==> src/logic/wbuf_pkg.sv <==
// ############################
// Weight buffer package
// Tile geometry and FSM states
// ############################

package wbuf_pkg;

  // Array geometry
  localparam int unsigned BITW    = 16;
  localparam int unsigned HEIGHT  = 4;
  localparam int unsigned N_ELMS  = 2;  // Pipeline regs per PE plus one
  localparam int unsigned N_COLS  = 4;
  localparam int unsigned ROW_LEN = N_ELMS * N_COLS;
  localparam int unsigned DW      = ROW_LEN * BITW;

  // Counter and field widths
  localparam int unsigned ROW_W = $clog2(HEIGHT + 1);  // Holds 0..HEIGHT
  localparam int unsigned EL_W  = $clog2(N_ELMS);
  localparam int unsigned COL_W = $clog2(N_COLS);
  localparam int unsigned LEN_W = $clog2(ROW_LEN + 1); // Tile width and height

  typedef enum logic [1:0] {
    IDLE   = 2'd0,
    LOAD   = 2'd1,
    STREAM = 2'd2
  } wbuf_state_e;

endpackage : wbuf_pkg

==> src/logic/wbuf_ctrl_if.sv <==
// ############################
// Weight buffer control bundle
// Strobes and counter positions
// ############################

`timescale 1ns/100ps

interface wbuf_ctrl_if;
  import wbuf_pkg::*;

  logic             load;   // Qualified host load
  logic             clear;
  logic             shift;  // Qualified host shift
  logic [ROW_W-1:0] row;
  logic [EL_W-1:0]  el_addr;
  logic [COL_W-1:0] col_addr;
  logic             rows_full;
  logic             pass_end;

  modport fsm (
    output load, clear, shift,
    input  rows_full, pass_end
  );

  modport cnt (
    input  load, clear, shift,
    output row, el_addr, col_addr, rows_full, pass_end
  );

  modport dp (
    input load, clear, shift, row, el_addr, col_addr
  );

endinterface : wbuf_ctrl_if

==> src/logic/wbuf_scm.sv <==
// ############################
// Weight word store
// Row write, per-row element read
// ############################

`timescale 1ns/100ps

module wbuf_scm #(
  parameter int unsigned WORD_SIZE = 16,
  parameter int unsigned ROWS      = 4,
  parameter int unsigned COLS      = 4,
  parameter int unsigned ELMS      = 2
) (
  input  logic                                         clk_i,
  input  logic                                         rst_ni,
  input  logic                                         clear_i,
  input  logic                                         write_en_i,
  input  logic [$clog2(ROWS)-1:0]                      write_addr_i,
  input  logic [COLS-1:0][ELMS-1:0][WORD_SIZE-1:0]     wdata_i,
  input  logic                                         read_en_i,
  input  logic [$clog2(ELMS)-1:0]                      elms_read_addr_i,
  input  logic [$clog2(COLS)-1:0]                      cols_read_offs_i,
  output logic [ROWS-1:0][WORD_SIZE-1:0]               rdata_o
);

  logic [ROWS-1:0][COLS-1:0][ELMS-1:0][WORD_SIZE-1:0] mem_q;
  logic [ROWS-1:0][WORD_SIZE-1:0]                     rdata_q;

  // Whole row goes in at once
  always_ff @(posedge clk_i) begin
    if (clear_i) begin
      mem_q <= '0;
    end else if (write_en_i) begin
      mem_q[write_addr_i] <= wdata_i;
    end
  end

  // Every row picks the same element position on a read
  always_ff @(posedge clk_i or negedge rst_ni) begin
    if (!rst_ni) begin
      rdata_q <= '0;
    end else if (clear_i) begin
      rdata_q <= '0;
    end else if (read_en_i) begin
      for (int r = 0; r < ROWS; r++) begin
        rdata_q[r] <= mem_q[r][cols_read_offs_i][elms_read_addr_i];
      end
    end
  end

  assign rdata_o = rdata_q;

endmodule : wbuf_scm

==> src/logic/wbuf_datapath.sv <==
// ############################
// Weight buffer data path
// Tile padding and word store
// ############################

`timescale 1ns/100ps

module wbuf_datapath (
  input  logic                                            clk_i,
  input  logic                                            rst_ni,
  input  logic                                            start_i,
  input  logic [wbuf_pkg::LEN_W-1:0]                      width_i,
  input  logic [wbuf_pkg::LEN_W-1:0]                      height_i,
  input  logic [wbuf_pkg::DW-1:0]                         w_row_i,
  wbuf_ctrl_if.dp                                         ctrl,
  output logic [wbuf_pkg::HEIGHT-1:0][wbuf_pkg::BITW-1:0] w_buffer_o
);
  import wbuf_pkg::*;

  logic [LEN_W-1:0]                         width_q;
  logic [LEN_W-1:0]                         height_q;
  logic                                     row_active;
  logic [N_COLS-1:0][N_ELMS-1:0][BITW-1:0] w_data;

  // Tile size is taken when a new tile starts
  always_ff @(posedge clk_i or negedge rst_ni) begin
    if (!rst_ni) begin
      width_q  <= '0;
      height_q <= '0;
    end else if (ctrl.clear && start_i) begin
      width_q  <= width_i;
      height_q <= height_i;
    end
  end

  assign row_active = LEN_W'(ctrl.row) < height_q;

  for (genvar c = 0; c < N_COLS; c++) begin : gen_pad_col
    for (genvar e = 0; e < N_ELMS; e++) begin : gen_pad_el
      localparam int unsigned D = c * N_ELMS + e;  // Element index in the row
      assign w_data[c][e] = (LEN_W'(D) < width_q && row_active) ?
                            w_row_i[D*BITW +: BITW] : '0;
    end
  end

  wbuf_scm #(
    .WORD_SIZE (BITW),
    .ROWS      (HEIGHT),
    .COLS      (N_COLS),
    .ELMS      (N_ELMS)
  ) i_scm (
    .clk_i            (clk_i),
    .rst_ni           (rst_ni),
    .clear_i          (ctrl.clear),
    .write_en_i       (ctrl.load),
    .write_addr_i     (ctrl.row[$clog2(HEIGHT)-1:0]),
    .wdata_i          (w_data),
    .read_en_i        (ctrl.shift),
    .elms_read_addr_i (ctrl.el_addr),
    .cols_read_offs_i (ctrl.col_addr),
    .rdata_o          (w_buffer_o)
  );

endmodule : wbuf_datapath

==> src/logic/wbuf_counters.sv <==
// ############################
// Weight buffer counters
// Row, element, column section
// ############################

`timescale 1ns/100ps

module wbuf_counters (
  input  logic     clk_i,
  input  logic     rst_ni,
  wbuf_ctrl_if.cnt ctrl
);
  import wbuf_pkg::*;

  logic [ROW_W-1:0] row_q;
  logic [EL_W-1:0]  el_q, el_d;
  logic [COL_W-1:0] col_q, col_d;
  logic             el_last;
  logic             col_last;

  // Counts accepted rows and wraps once the tile is full
  always_ff @(posedge clk_i or negedge rst_ni) begin
    if (!rst_ni) begin
      row_q <= '0;
    end else if (ctrl.clear || row_q == ROW_W'(HEIGHT)) begin
      row_q <= '0;
    end else if (ctrl.load) begin
      row_q <= row_q + ROW_W'(1);
    end
  end

  assign ctrl.rows_full = ctrl.load && (row_q == ROW_W'(HEIGHT - 1));

  assign el_last  = (el_q == EL_W'(N_ELMS - 1));
  assign col_last = (col_q == COL_W'(N_COLS - 1));

  assign el_d  = el_last ? '0 : el_q + EL_W'(1);
  assign col_d = el_last ? (col_last ? '0 : col_q + COL_W'(1)) : col_q;

  always_ff @(posedge clk_i or negedge rst_ni) begin
    if (!rst_ni) begin
      el_q  <= '0;
      col_q <= '0;
    end else if (ctrl.clear) begin
      el_q  <= '0;
      col_q <= '0;
    end else if (ctrl.shift) begin
      el_q  <= el_d;
      col_q <= col_d;  // Steps only when the element wraps
    end
  end

  // Last element of the last column section
  assign ctrl.pass_end = el_last && col_last;

  assign ctrl.row      = row_q;
  assign ctrl.el_addr  = el_q;
  assign ctrl.col_addr = col_q;

endmodule : wbuf_counters

==> src/logic/wbuf_fsm.sv <==
// ############################
// Weight buffer sequencer
// Idle, load and stream states
// ############################

`timescale 1ns/100ps

module wbuf_fsm (
  input  logic     clk_i,
  input  logic     rst_ni,
  input  logic     clear_i,
  input  logic     start_i,
  input  logic     load_i,
  input  logic     shift_i,
  wbuf_ctrl_if.fsm ctrl,
  output logic     w_ready_o,
  output logic     streaming_o,
  output logic     done_o
);
  import wbuf_pkg::*;

  wbuf_state_e state_q, state_d;
  logic        start_ok;
  logic        done_q;

  assign start_ok = start_i && (state_q == IDLE);

  // Host strobes only count in their own phase
  assign ctrl.load  = load_i && (state_q == LOAD);
  assign ctrl.shift = shift_i && (state_q == STREAM);
  assign ctrl.clear = clear_i || start_ok;

  always_comb begin
    state_d = state_q;
    if (clear_i) begin
      state_d = IDLE;
    end else begin
      unique case (state_q)
        IDLE: begin
          if (start_i) state_d = LOAD;
        end
        LOAD: begin
          if (ctrl.rows_full) state_d = STREAM;  // Fourth row accepted
        end
        STREAM: begin
          if (ctrl.shift && ctrl.pass_end) state_d = IDLE;
        end
        default: state_d = IDLE;
      endcase
    end
  end

  always_ff @(posedge clk_i or negedge rst_ni) begin
    if (!rst_ni) begin
      state_q <= IDLE;
    end else begin
      state_q <= state_d;
    end
  end

  // One cycle pulse after the last shift of a pass
  always_ff @(posedge clk_i or negedge rst_ni) begin
    if (!rst_ni) begin
      done_q <= 1'b0;
    end else if (clear_i) begin
      done_q <= 1'b0;
    end else begin
      done_q <= ctrl.shift && ctrl.pass_end;
    end
  end

  assign w_ready_o   = (state_q == LOAD);
  assign streaming_o = (state_q == STREAM);
  assign done_o      = done_q;

endmodule : wbuf_fsm

==> src/logic/wbuf_top.sv <==
// ############################
// Weight buffer top level
// Sequencer, counters, data path
// ############################

`timescale 1ns/100ps

module wbuf_top (
  input  logic                                            clk_i,
  input  logic                                            rst_ni,
  input  logic                                            clear_i,
  input  logic                                            start_i,
  input  logic [wbuf_pkg::LEN_W-1:0]                      width_i,
  input  logic [wbuf_pkg::LEN_W-1:0]                      height_i,
  input  logic                                            load_i,
  input  logic [wbuf_pkg::DW-1:0]                         w_row_i,
  input  logic                                            shift_i,
  output logic                                            w_ready_o,
  output logic                                            streaming_o,
  output logic                                            done_o,
  output logic [wbuf_pkg::HEIGHT-1:0][wbuf_pkg::BITW-1:0] w_buffer_o
);

  wbuf_ctrl_if ctrl_if ();

  wbuf_fsm i_fsm (
    .clk_i       (clk_i),
    .rst_ni      (rst_ni),
    .clear_i     (clear_i),
    .start_i     (start_i),
    .load_i      (load_i),
    .shift_i     (shift_i),
    .ctrl        (ctrl_if.fsm),
    .w_ready_o   (w_ready_o),
    .streaming_o (streaming_o),
    .done_o      (done_o)
  );

  wbuf_counters i_counters (
    .clk_i  (clk_i),
    .rst_ni (rst_ni),
    .ctrl   (ctrl_if.cnt)
  );

  // Padding and storage take their read address from the counters
  wbuf_datapath i_datapath (
    .clk_i      (clk_i),
    .rst_ni     (rst_ni),
    .start_i    (start_i),
    .width_i    (width_i),
    .height_i   (height_i),
    .w_row_i    (w_row_i),
    .ctrl       (ctrl_if.dp),
    .w_buffer_o (w_buffer_o)
  );

endmodule : wbuf_top

==> config.mk <==
export PLATFORM = sky130hd
export DESIGN_NAME = wbuf_top
export DESIGN_NICKNAME = d
export VERILOG_FILES = /design/src/logic/wbuf_pkg.sv /design/src/logic/wbuf_ctrl_if.sv /design/src/logic/wbuf_scm.sv /design/src/logic/wbuf_datapath.sv /design/src/logic/wbuf_counters.sv /design/src/logic/wbuf_fsm.sv /design/src/logic/wbuf_top.sv
export SDC_FILE = /design/constraint.sdc
export NUM_CORES = 1
export LEC_CHECK = 0
export ABC_AREA = 1
export ABC_CLOCK_PERIOD_IN_PS = 1880
export BUFFER_PORTS_ARGS = -buffer_cell sky130_fd_sc_hd__buf_2
export CELL_PAD_IN_SITES_DETAIL_PLACEMENT = 1
export CELL_PAD_IN_SITES_GLOBAL_PLACEMENT = 1
export CORE_UTILIZATION = 36
export CTS_CLUSTER_DIAMETER = 80
export DETAILED_ROUTE_END_ITERATION = 8
export PLACE_DENSITY_LB_ADDON = 0.1
export SLEW_MARGIN = 25
export SYNTH_ARGS = -nofsm -noshare
export SYNTH_HDL_FRONTEND = slang
export SYNTH_SLANG_ARGS = --single-unit
export TNS_END_PERCENT = 1
==> constraint.sdc <==
create_clock -name clk_i -period 1.88 [get_ports clk_i]
set_input_delay 0.094 -clock clk_i [delete_from_list [all_inputs] [get_ports clk_i]]
set_output_delay 0.094 -clock clk_i [all_outputs]
set_load 0.02 [all_outputs]
-- After elaboration in Yosys (flattened, before gate mapping)
Index checks and enable logic that the tools add are counted.
- flip-flop bits (word level): 593
- bits of input ports: 142
- add/sub/neg operators: 3
- $lt $le $gt $ge: 13
- equality and inequality tests: 8
- mux-type cells: 44
- reduce and logical (&&, ||, !) cells: 24
- operators by type and width (operator ; number):
    $bwmux 512 ; 1
    $bmux 32 s2 ; 4
    $demux 128 s2 ; 1
    $mux 16 ; 16
    $mux 128 ; 1
    $mux 32 ; 4
    $mux 64 ; 2
    $logic_and 1x1->1 ; 16
    $lt 3x4->1 const A ; 4
    $mux 2 ; 8
    $lt 1x4->1 const A ; 2
    $lt 2x4->1 const A ; 2
    $lt 2x3->1 const B ; 2
    $mux 3 ; 2
    $ne 3x2->1 const B ; 2
    $pmux 2 s3 ; 1
    $reduce_bool 2->1 ; 3
    $eq 2x2->1 const B ; 2
    $lt 3x4->1 ; 1
    $mux 1 ; 4
    $add 3x1->3 const B ; 1
    $eq 3x2->1 const B ; 1
    $eq 3x3->1 const B ; 1
    $ne 3x3->1 const B ; 1
    9 further kinds ; 10

-- Depth between registers and ports, before layout
- depth after elaboration: 6
- mapped depth: 10

-- Modules after synthesis
A second synthesis with hierarchy kept.
- cells, all modules: 3865
- area total of the unflattened synthesis: 29975.0 um^2
- by module, submodules not included (module ; times used ; cells an instance ; area an instance (um^2) ; sequential area each (um^2)):
    wbuf_scm ; 1 ; 3471 ; 27148.5 ; 11851.4
    wbuf_datapath ; 1 ; 323 ; 2296.0 ; 200.2
    wbuf_counters ; 1 ; 43 ; 340.3 ; 150.1
    wbuf_fsm ; 1 ; 28 ; 190.2 ; 75.1

-- Worst setup path before layout
Ideal clock, no wire load.
- path kind: register to register
- start: reg i_counters.row_q[1] (netlist: i_counters.ctrl.row[1])
- end: reg i_datapath.i_scm.mem_q[160] (netlist bit)
- setup time: 0.070 ns
- data arrival time: 1.580 ns
- required time: 1.810 ns
- slack: 0.230 ns
- stages on the path, launching flop included: 9
- path buffers: 2
- path through: dfrtp_1 ha_1 nand2_1 nand2_1 nand2_1 buf_4 clkbuf_1 nand4_1 a21oi_1
- cells in the longest elaborated chain, start to end: 5
- ends and longest elaborated chain (element ; RTL line ; text):
    start, declared ; wbuf_counters.sv:15 ; logic [ROW_W-1:0] row_q;
    start signal, assigned ; wbuf_counters.sv:28 ; row_q <= row_q + ROW_W'(1);
    $lt 2x3->1 (implied by the code) or $ge 2x1->1 (tied branches) ; wbuf_scm.sv:34 ; mem_q[write_addr_i] <= wdata_i;
    $logic_and 1x1->1 (implied by the code) ; wbuf_scm.sv:34 ;
    $mux 128 (implied by the code) ; wbuf_scm.sv:34 ;
    $demux 128 s2 ; wbuf_scm.sv:34 ;
    $bwmux 512 (*) ; wbuf_scm.sv:34 ;
    end signal, assigned by index ; wbuf_scm.sv:34 ;
    end, declared ; wbuf_scm.sv:26 ; logic [ROWS-1:0][COLS-1:0][ELMS-1:0][WORD_SIZE-1:0] mem_q;
Mark *: on every way between the ends. The rest lies on a longest branch, timed or not.
A chain may end at the register's enable or synchronous reset.

-- Final worst setup path
- start: reg i_counters.col_q[0] (netlist: i_counters.ctrl.col_addr[0])
- end: reg i_datapath.i_scm.rdata_q, in the netlist i_datapath.i_scm.rdata_o[10]
- cells in the longest elaborated chain, start to end: 6
- ends and longest elaborated chain (element ; RTL line ; text):
    start, declared ; wbuf_counters.sv:17 ; logic [COL_W-1:0] col_q, col_d;
    start signal, assigned ; wbuf_counters.sv:49 ; col_q <= col_d;
    $bmux 32 s2 ; wbuf_scm.sv:46 ; rdata_q[r] <= mem_q[r][cols_read_offs_i][elms_read_addr_i];
    $mux 32 (implied by the code) ; wbuf_scm.sv:46 ;
    $mux 16 (implied by the code) (2 in series) ; wbuf_scm.sv:46 ;
    $mux 64 ; wbuf_scm.sv:44 ; end else if (read_en_i) begin
    $mux 64 ; wbuf_scm.sv:42 ; end else if (clear_i) begin
    end signal, assigned by index ; wbuf_scm.sv:46 ;
    end, declared ; wbuf_scm.sv:27 ; logic [ROWS-1:0][WORD_SIZE-1:0] rdata_q;
Every way passes these cells. The select of a mux whose other input is x is not followed.

==> summary.log <==
INFO  floorplanning  die_w=265um
INFO  critical_path  crit_type=flop to flop
INFO  sta            worst_slack_setup_final=-0.0666ns
INFO  pwr            p_leak=13.6nW
INFO  detailed_routing dr_total_vias=26800
INFO  detailed_routing antenna_left=0
INFO  yosys          synthFlopType=sky130_fd_sc_hd__dfxtp_1
INFO  sta            slew_headroom=0.571
INFO  worst_hold_path hold_path_class=primary input to asynchronous set/reset pin
INFO  sta            fin_setup_tns=-0.187ns
INFO  yosys          ys_ff_latch=593
INFO  final_layout   number_of_standard_cells_in_the_final_layout_excluding_fillers=4589
INFO  sta            rsz0062_at_grt=yes
INFO  pwr            power.combinational.fraction=0.211
INFO  critical_path  critical_path.endpoint_type=flop
INFO  critical_path  crit_path_start_kind=flop
INFO  final_layout   multiInputGateArea=11200squm
INFO  grt            groute.layer.met3.usage=0.0386
INFO  pwr            power.switching=0.0106W
INFO  yosys          net_count_synth=3410
INFO  detailed_routing wl_per_cell=26.5um
INFO  grt            grt.total_usage=0.333
INFO  grt            grt_antenna_before_repair=8
INFO  grt            gr-max-usage-layer=met2
INFO  final_layout   drive_above_1_share=0.175
INFO  clock_tree     cts_htree_levels=3
INFO  sta            timing.final.max_slew_violations=0
INFO  clock_tree     cts_sink_count=593
INFO  floorplanning  design.die.area=70100squm
INFO  final_layout   layout_commonest_cell=sky130_fd_sc_hd__o21ai_0
INFO  yosys          seq_area_frac_synth=0.494
INFO  pwr            portion_of_total_power_attributed_to_sequential_cells=0.405
INFO  pwr            cell_internal_pwr=0.0232W
INFO  flow_run       max_cap_viol_count=0
INFO  placed_design  post-dp-hpwl=84500um
INFO  yosys          synth-async-reset-ratio=0.137
INFO  detailed_routing avg_vias_per_cell=5.85
INFO  grt            grt_util_met2=0.560
INFO  clock_tree     tritoncts.num_buffers=68
INFO  pwr            maximum_resistive_drop_on_vdd=923uV
INFO  detailed_routing initial_drc_count=2264
INFO  yosys          synth.avg_cell_area=7.63squm
INFO  clock_tree     cts.path.max_buffers=3
INFO  outcome        violations=setup timing
INFO  yosys          syn_inst=3260
INFO  placed_design  gpl.final_weighted_congestion=0.893
INFO  grt            grt_max_degree=117
INFO  final_layout   ff_latch_area=12300squm
INFO  final_layout   nets=3814
INFO  critical_path  cp.arrival=2.45ns
INFO  detailed_routing post-route-drc-count=0
INFO  floorplanning  ios=209
INFO  yosys          yosys_warnings=0
INFO  grt            first_global_vias=26800
INFO  clock_tree     clk_latency=0.61ns
INFO  final_layout   n_fill_cell=8160
INFO  pwr            swShare=0.313
INFO  sta            final_period_minus_worst_setup_slack=1.95ns
INFO  floorplanning  initial_utilization=0.367
INFO  yosys          cell_type_contributing_the_most_total_cell_area_after_synthesis=sky130_fd_sc_hd__dfxtp_1
INFO  sta            max_frequency=0.514GHz
INFO  grt            grt_remaining_overflow=0
INFO  floorplanning  core=67800squm
INFO  placed_design  dp.cells=4302
INFO  final_layout   layout_common_cells=sky130_fd_sc_hd__o21ai_0 (703), sky130_fd_sc_hd__nor2_1 (525), sky130_fd_sc_hd__a21oi_1 (514)
INFO  detailed_routing drt_pre_antenna_iters=5
INFO  clock_tree     clk_pin_slew=0.06ns
INFO  pwr            pwr_density_cell=1040nW/um^2
INFO  floorplanning  row_count=95
INFO  sta            hold_violations=0
INFO  outcome        status=finished with violations
INFO  yosys          yosys.cell_types.count=25
INFO  yosys          syn_area=24900squm
INFO  sta            hold_ws=0.0220ns
INFO  placed_design  port_buffers=208
INFO  floorplanning  die-height=265um
INFO  clock_tree     tritoncts=yes
INFO  sta            setup-violations-final=6
INFO  detailed_routing finalWirelength=122000um
INFO  yosys          synth-edff-count=0
INFO  final_layout   area_growth_syn_to_layout=30.9%
INFO  sta            finalClockSkew=0.0161ns
INFO  critical_path  cp_max_fo=23
INFO  sta            final.period_utilization=1.04
INFO  pwr            total_power=0.0338W
INFO  placed_design  detailedPlace.worstSlack=-0.339ns
INFO  yosys          yosysTopAreaCellShare=0.412
INFO  sta            worst-slew-pin-transition=0.637ns
INFO  clock_tree     clock_tree.root_cell=sky130_fd_sc_hd__clkbuf_16
INFO  grt            wire_length_of_the_first_global_routing_pass=175000um
INFO  grt            global_route.usage.met1=0.433
INFO  yosys          synth.area.top_cells=sky130_fd_sc_hd__dfxtp_1 (41%), sky130_fd_sc_hd__o21ai_0 (15%), sky130_fd_sc_hd__a21oi_1 (11%), sky130_fd_sc_hd__dfrtp_1 (8.2%), sky130_fd_sc_hd__nor2_1 (7.9%)
INFO  pwr            clock_power_share=0.384
INFO  critical_path  critPathRequiredTime=2.38ns
stage by stage:
step	area (sq um)	utilization
detailed placement	28500	0.421
floorplan	24900	-
CTS	31900	0.471
finish	32500	0.480
global placement	28500	0.421
global route	32500	0.480
power by group through the flow:
| stage | Clock (W) | Sequential, W | Combinational (W) |
|---|---|---|---|
| CTS | 0.0131 | 0.0137 | 0.00648 |
| global route | 0.0136 | 0.0138 | 0.00744 |
| detailed placement | 0 | 0.0139 | 0.00624 |
| finish | 0.0130 | 0.0137 | 0.00711 |
| floorplan | 0 | 0.0138 | 0.00315 |
| global placement | 0 | 0.0139 | 0.00610 |
registers in the layout (all words and copies together) (netlist names):
name and count:
i_counters.ctrl.row 3, i_datapath.i_scm.mem_q 512, i_datapath.width_q 4, i_fsm.done_o 1, i_datapath.i_scm.rdata_o 64, i_fsm.state_q 2
i_counters.ctrl.col_addr 2, i_counters.ctrl.el_addr 1, i_datapath.height_q 4
area by class of cell:
cell class | count | area share
Sequential cell | 593 | 0.377
Multi-Input combinational cell | 2324 | 0.343
Timing Repair Buffer | 652 | 0.178
Clock buffer | 111 | 0.0636
Tap cell | 873 | 0.0336
Inverter | 25 | 0.00319
Clock inverter | 8 | 0.00131
Antenna cell | 3 | 0.000231
logic make-up (layout without fill, tap and decap cells):
kind of cell / after synthesis / count (layout) / share of synthesized area
adders and majority gates: 8 / 8 / 0.00403
DFF: 593 / 593 / 0.494
other: 0 / 3 / 0
AOI/OAI and AO/OA: 1300 / 1300 / 0.262
buffers and inverters: 343 / 796 / 0.0621
and+or+nand+nor: 1016 / 1016 / 0.178
layer usage:
layer  vias to the layer above  part of all wire
met5                         -          0.000074
met4                         2             0.045
met3                       220             0.059
met2                       983              0.48
met1                     13500              0.42
li1                      12200                 -
critical path, stage by stage (launching register included):
cell and delay, ns:
sky130_fd_sc_hd__dfrtp_4 0.53, sky130_fd_sc_hd__buf_12 0.19, sky130_fd_sc_hd__buf_12 0.17, sky130_fd_sc_hd__nor2_1 0.09
sky130_fd_sc_hd__nor2_1 0.04, sky130_fd_sc_hd__o21ai_0 0.18, sky130_fd_sc_hd__nand3_1 0.22, sky130_fd_sc_hd__nand3_1 0.21
sky130_fd_sc_hd__buf_4 0.15, sky130_fd_sc_hd__nand2_1 0.04
synthesized netlist by cell type, types with 11 or more instances:
cell                       number
sky130_fd_sc_hd__clkbuf_1     118
sky130_fd_sc_hd__dfrtp_1       81
sky130_fd_sc_hd__o21ai_1       20
sky130_fd_sc_hd__o21ai_0      755
sky130_fd_sc_hd__nor2_1       526
sky130_fd_sc_hd__dfxtp_1      512
sky130_fd_sc_hd__nand3_1      198
sky130_fd_sc_hd__buf_1         11
sky130_fd_sc_hd__nand4_1      128
sky130_fd_sc_hd__a21oi_1      522
sky130_fd_sc_hd__buf_2        181
sky130_fd_sc_hd__nand2_1      154
sky130_fd_sc_hd__inv_1         23
repair_timing:
item	4_1_cts	5_1_grt
setup buffers	1	24
gates cloned	0	4
hold endpoints to repair	481	60
pin swaps	2	33
hold buffers	121	15
gates resized for setup	23	88
setup endpoints to repair	105	426
final timing paths:
check / from / to / slack, ns / cells after the start
worst max-delay path: i_counters.ctrl.col_addr[0] / i_datapath.i_scm.rdata_o[10] / -0.07 / 9
worst min-delay path: rst_ni / i_datapath.i_scm.rdata_o[21] / 0.02 / 2
worst max register to register: i_counters.ctrl.col_addr[0] / i_datapath.i_scm.rdata_o[10] / -0.07 / 9
worst min register to register: i_datapath.i_scm.rdata_o[59] / i_datapath.i_scm.rdata_o[59] / 0.48 / 2
max in group asynchronous: rst_ni / i_datapath.i_scm.rdata_o[8] / 0.97 / 3
min in group clk_i: w_row_i[91] / i_datapath.i_scm.mem_q[475] / 0.02 / 4
Power figures use the tool's default switching activity.
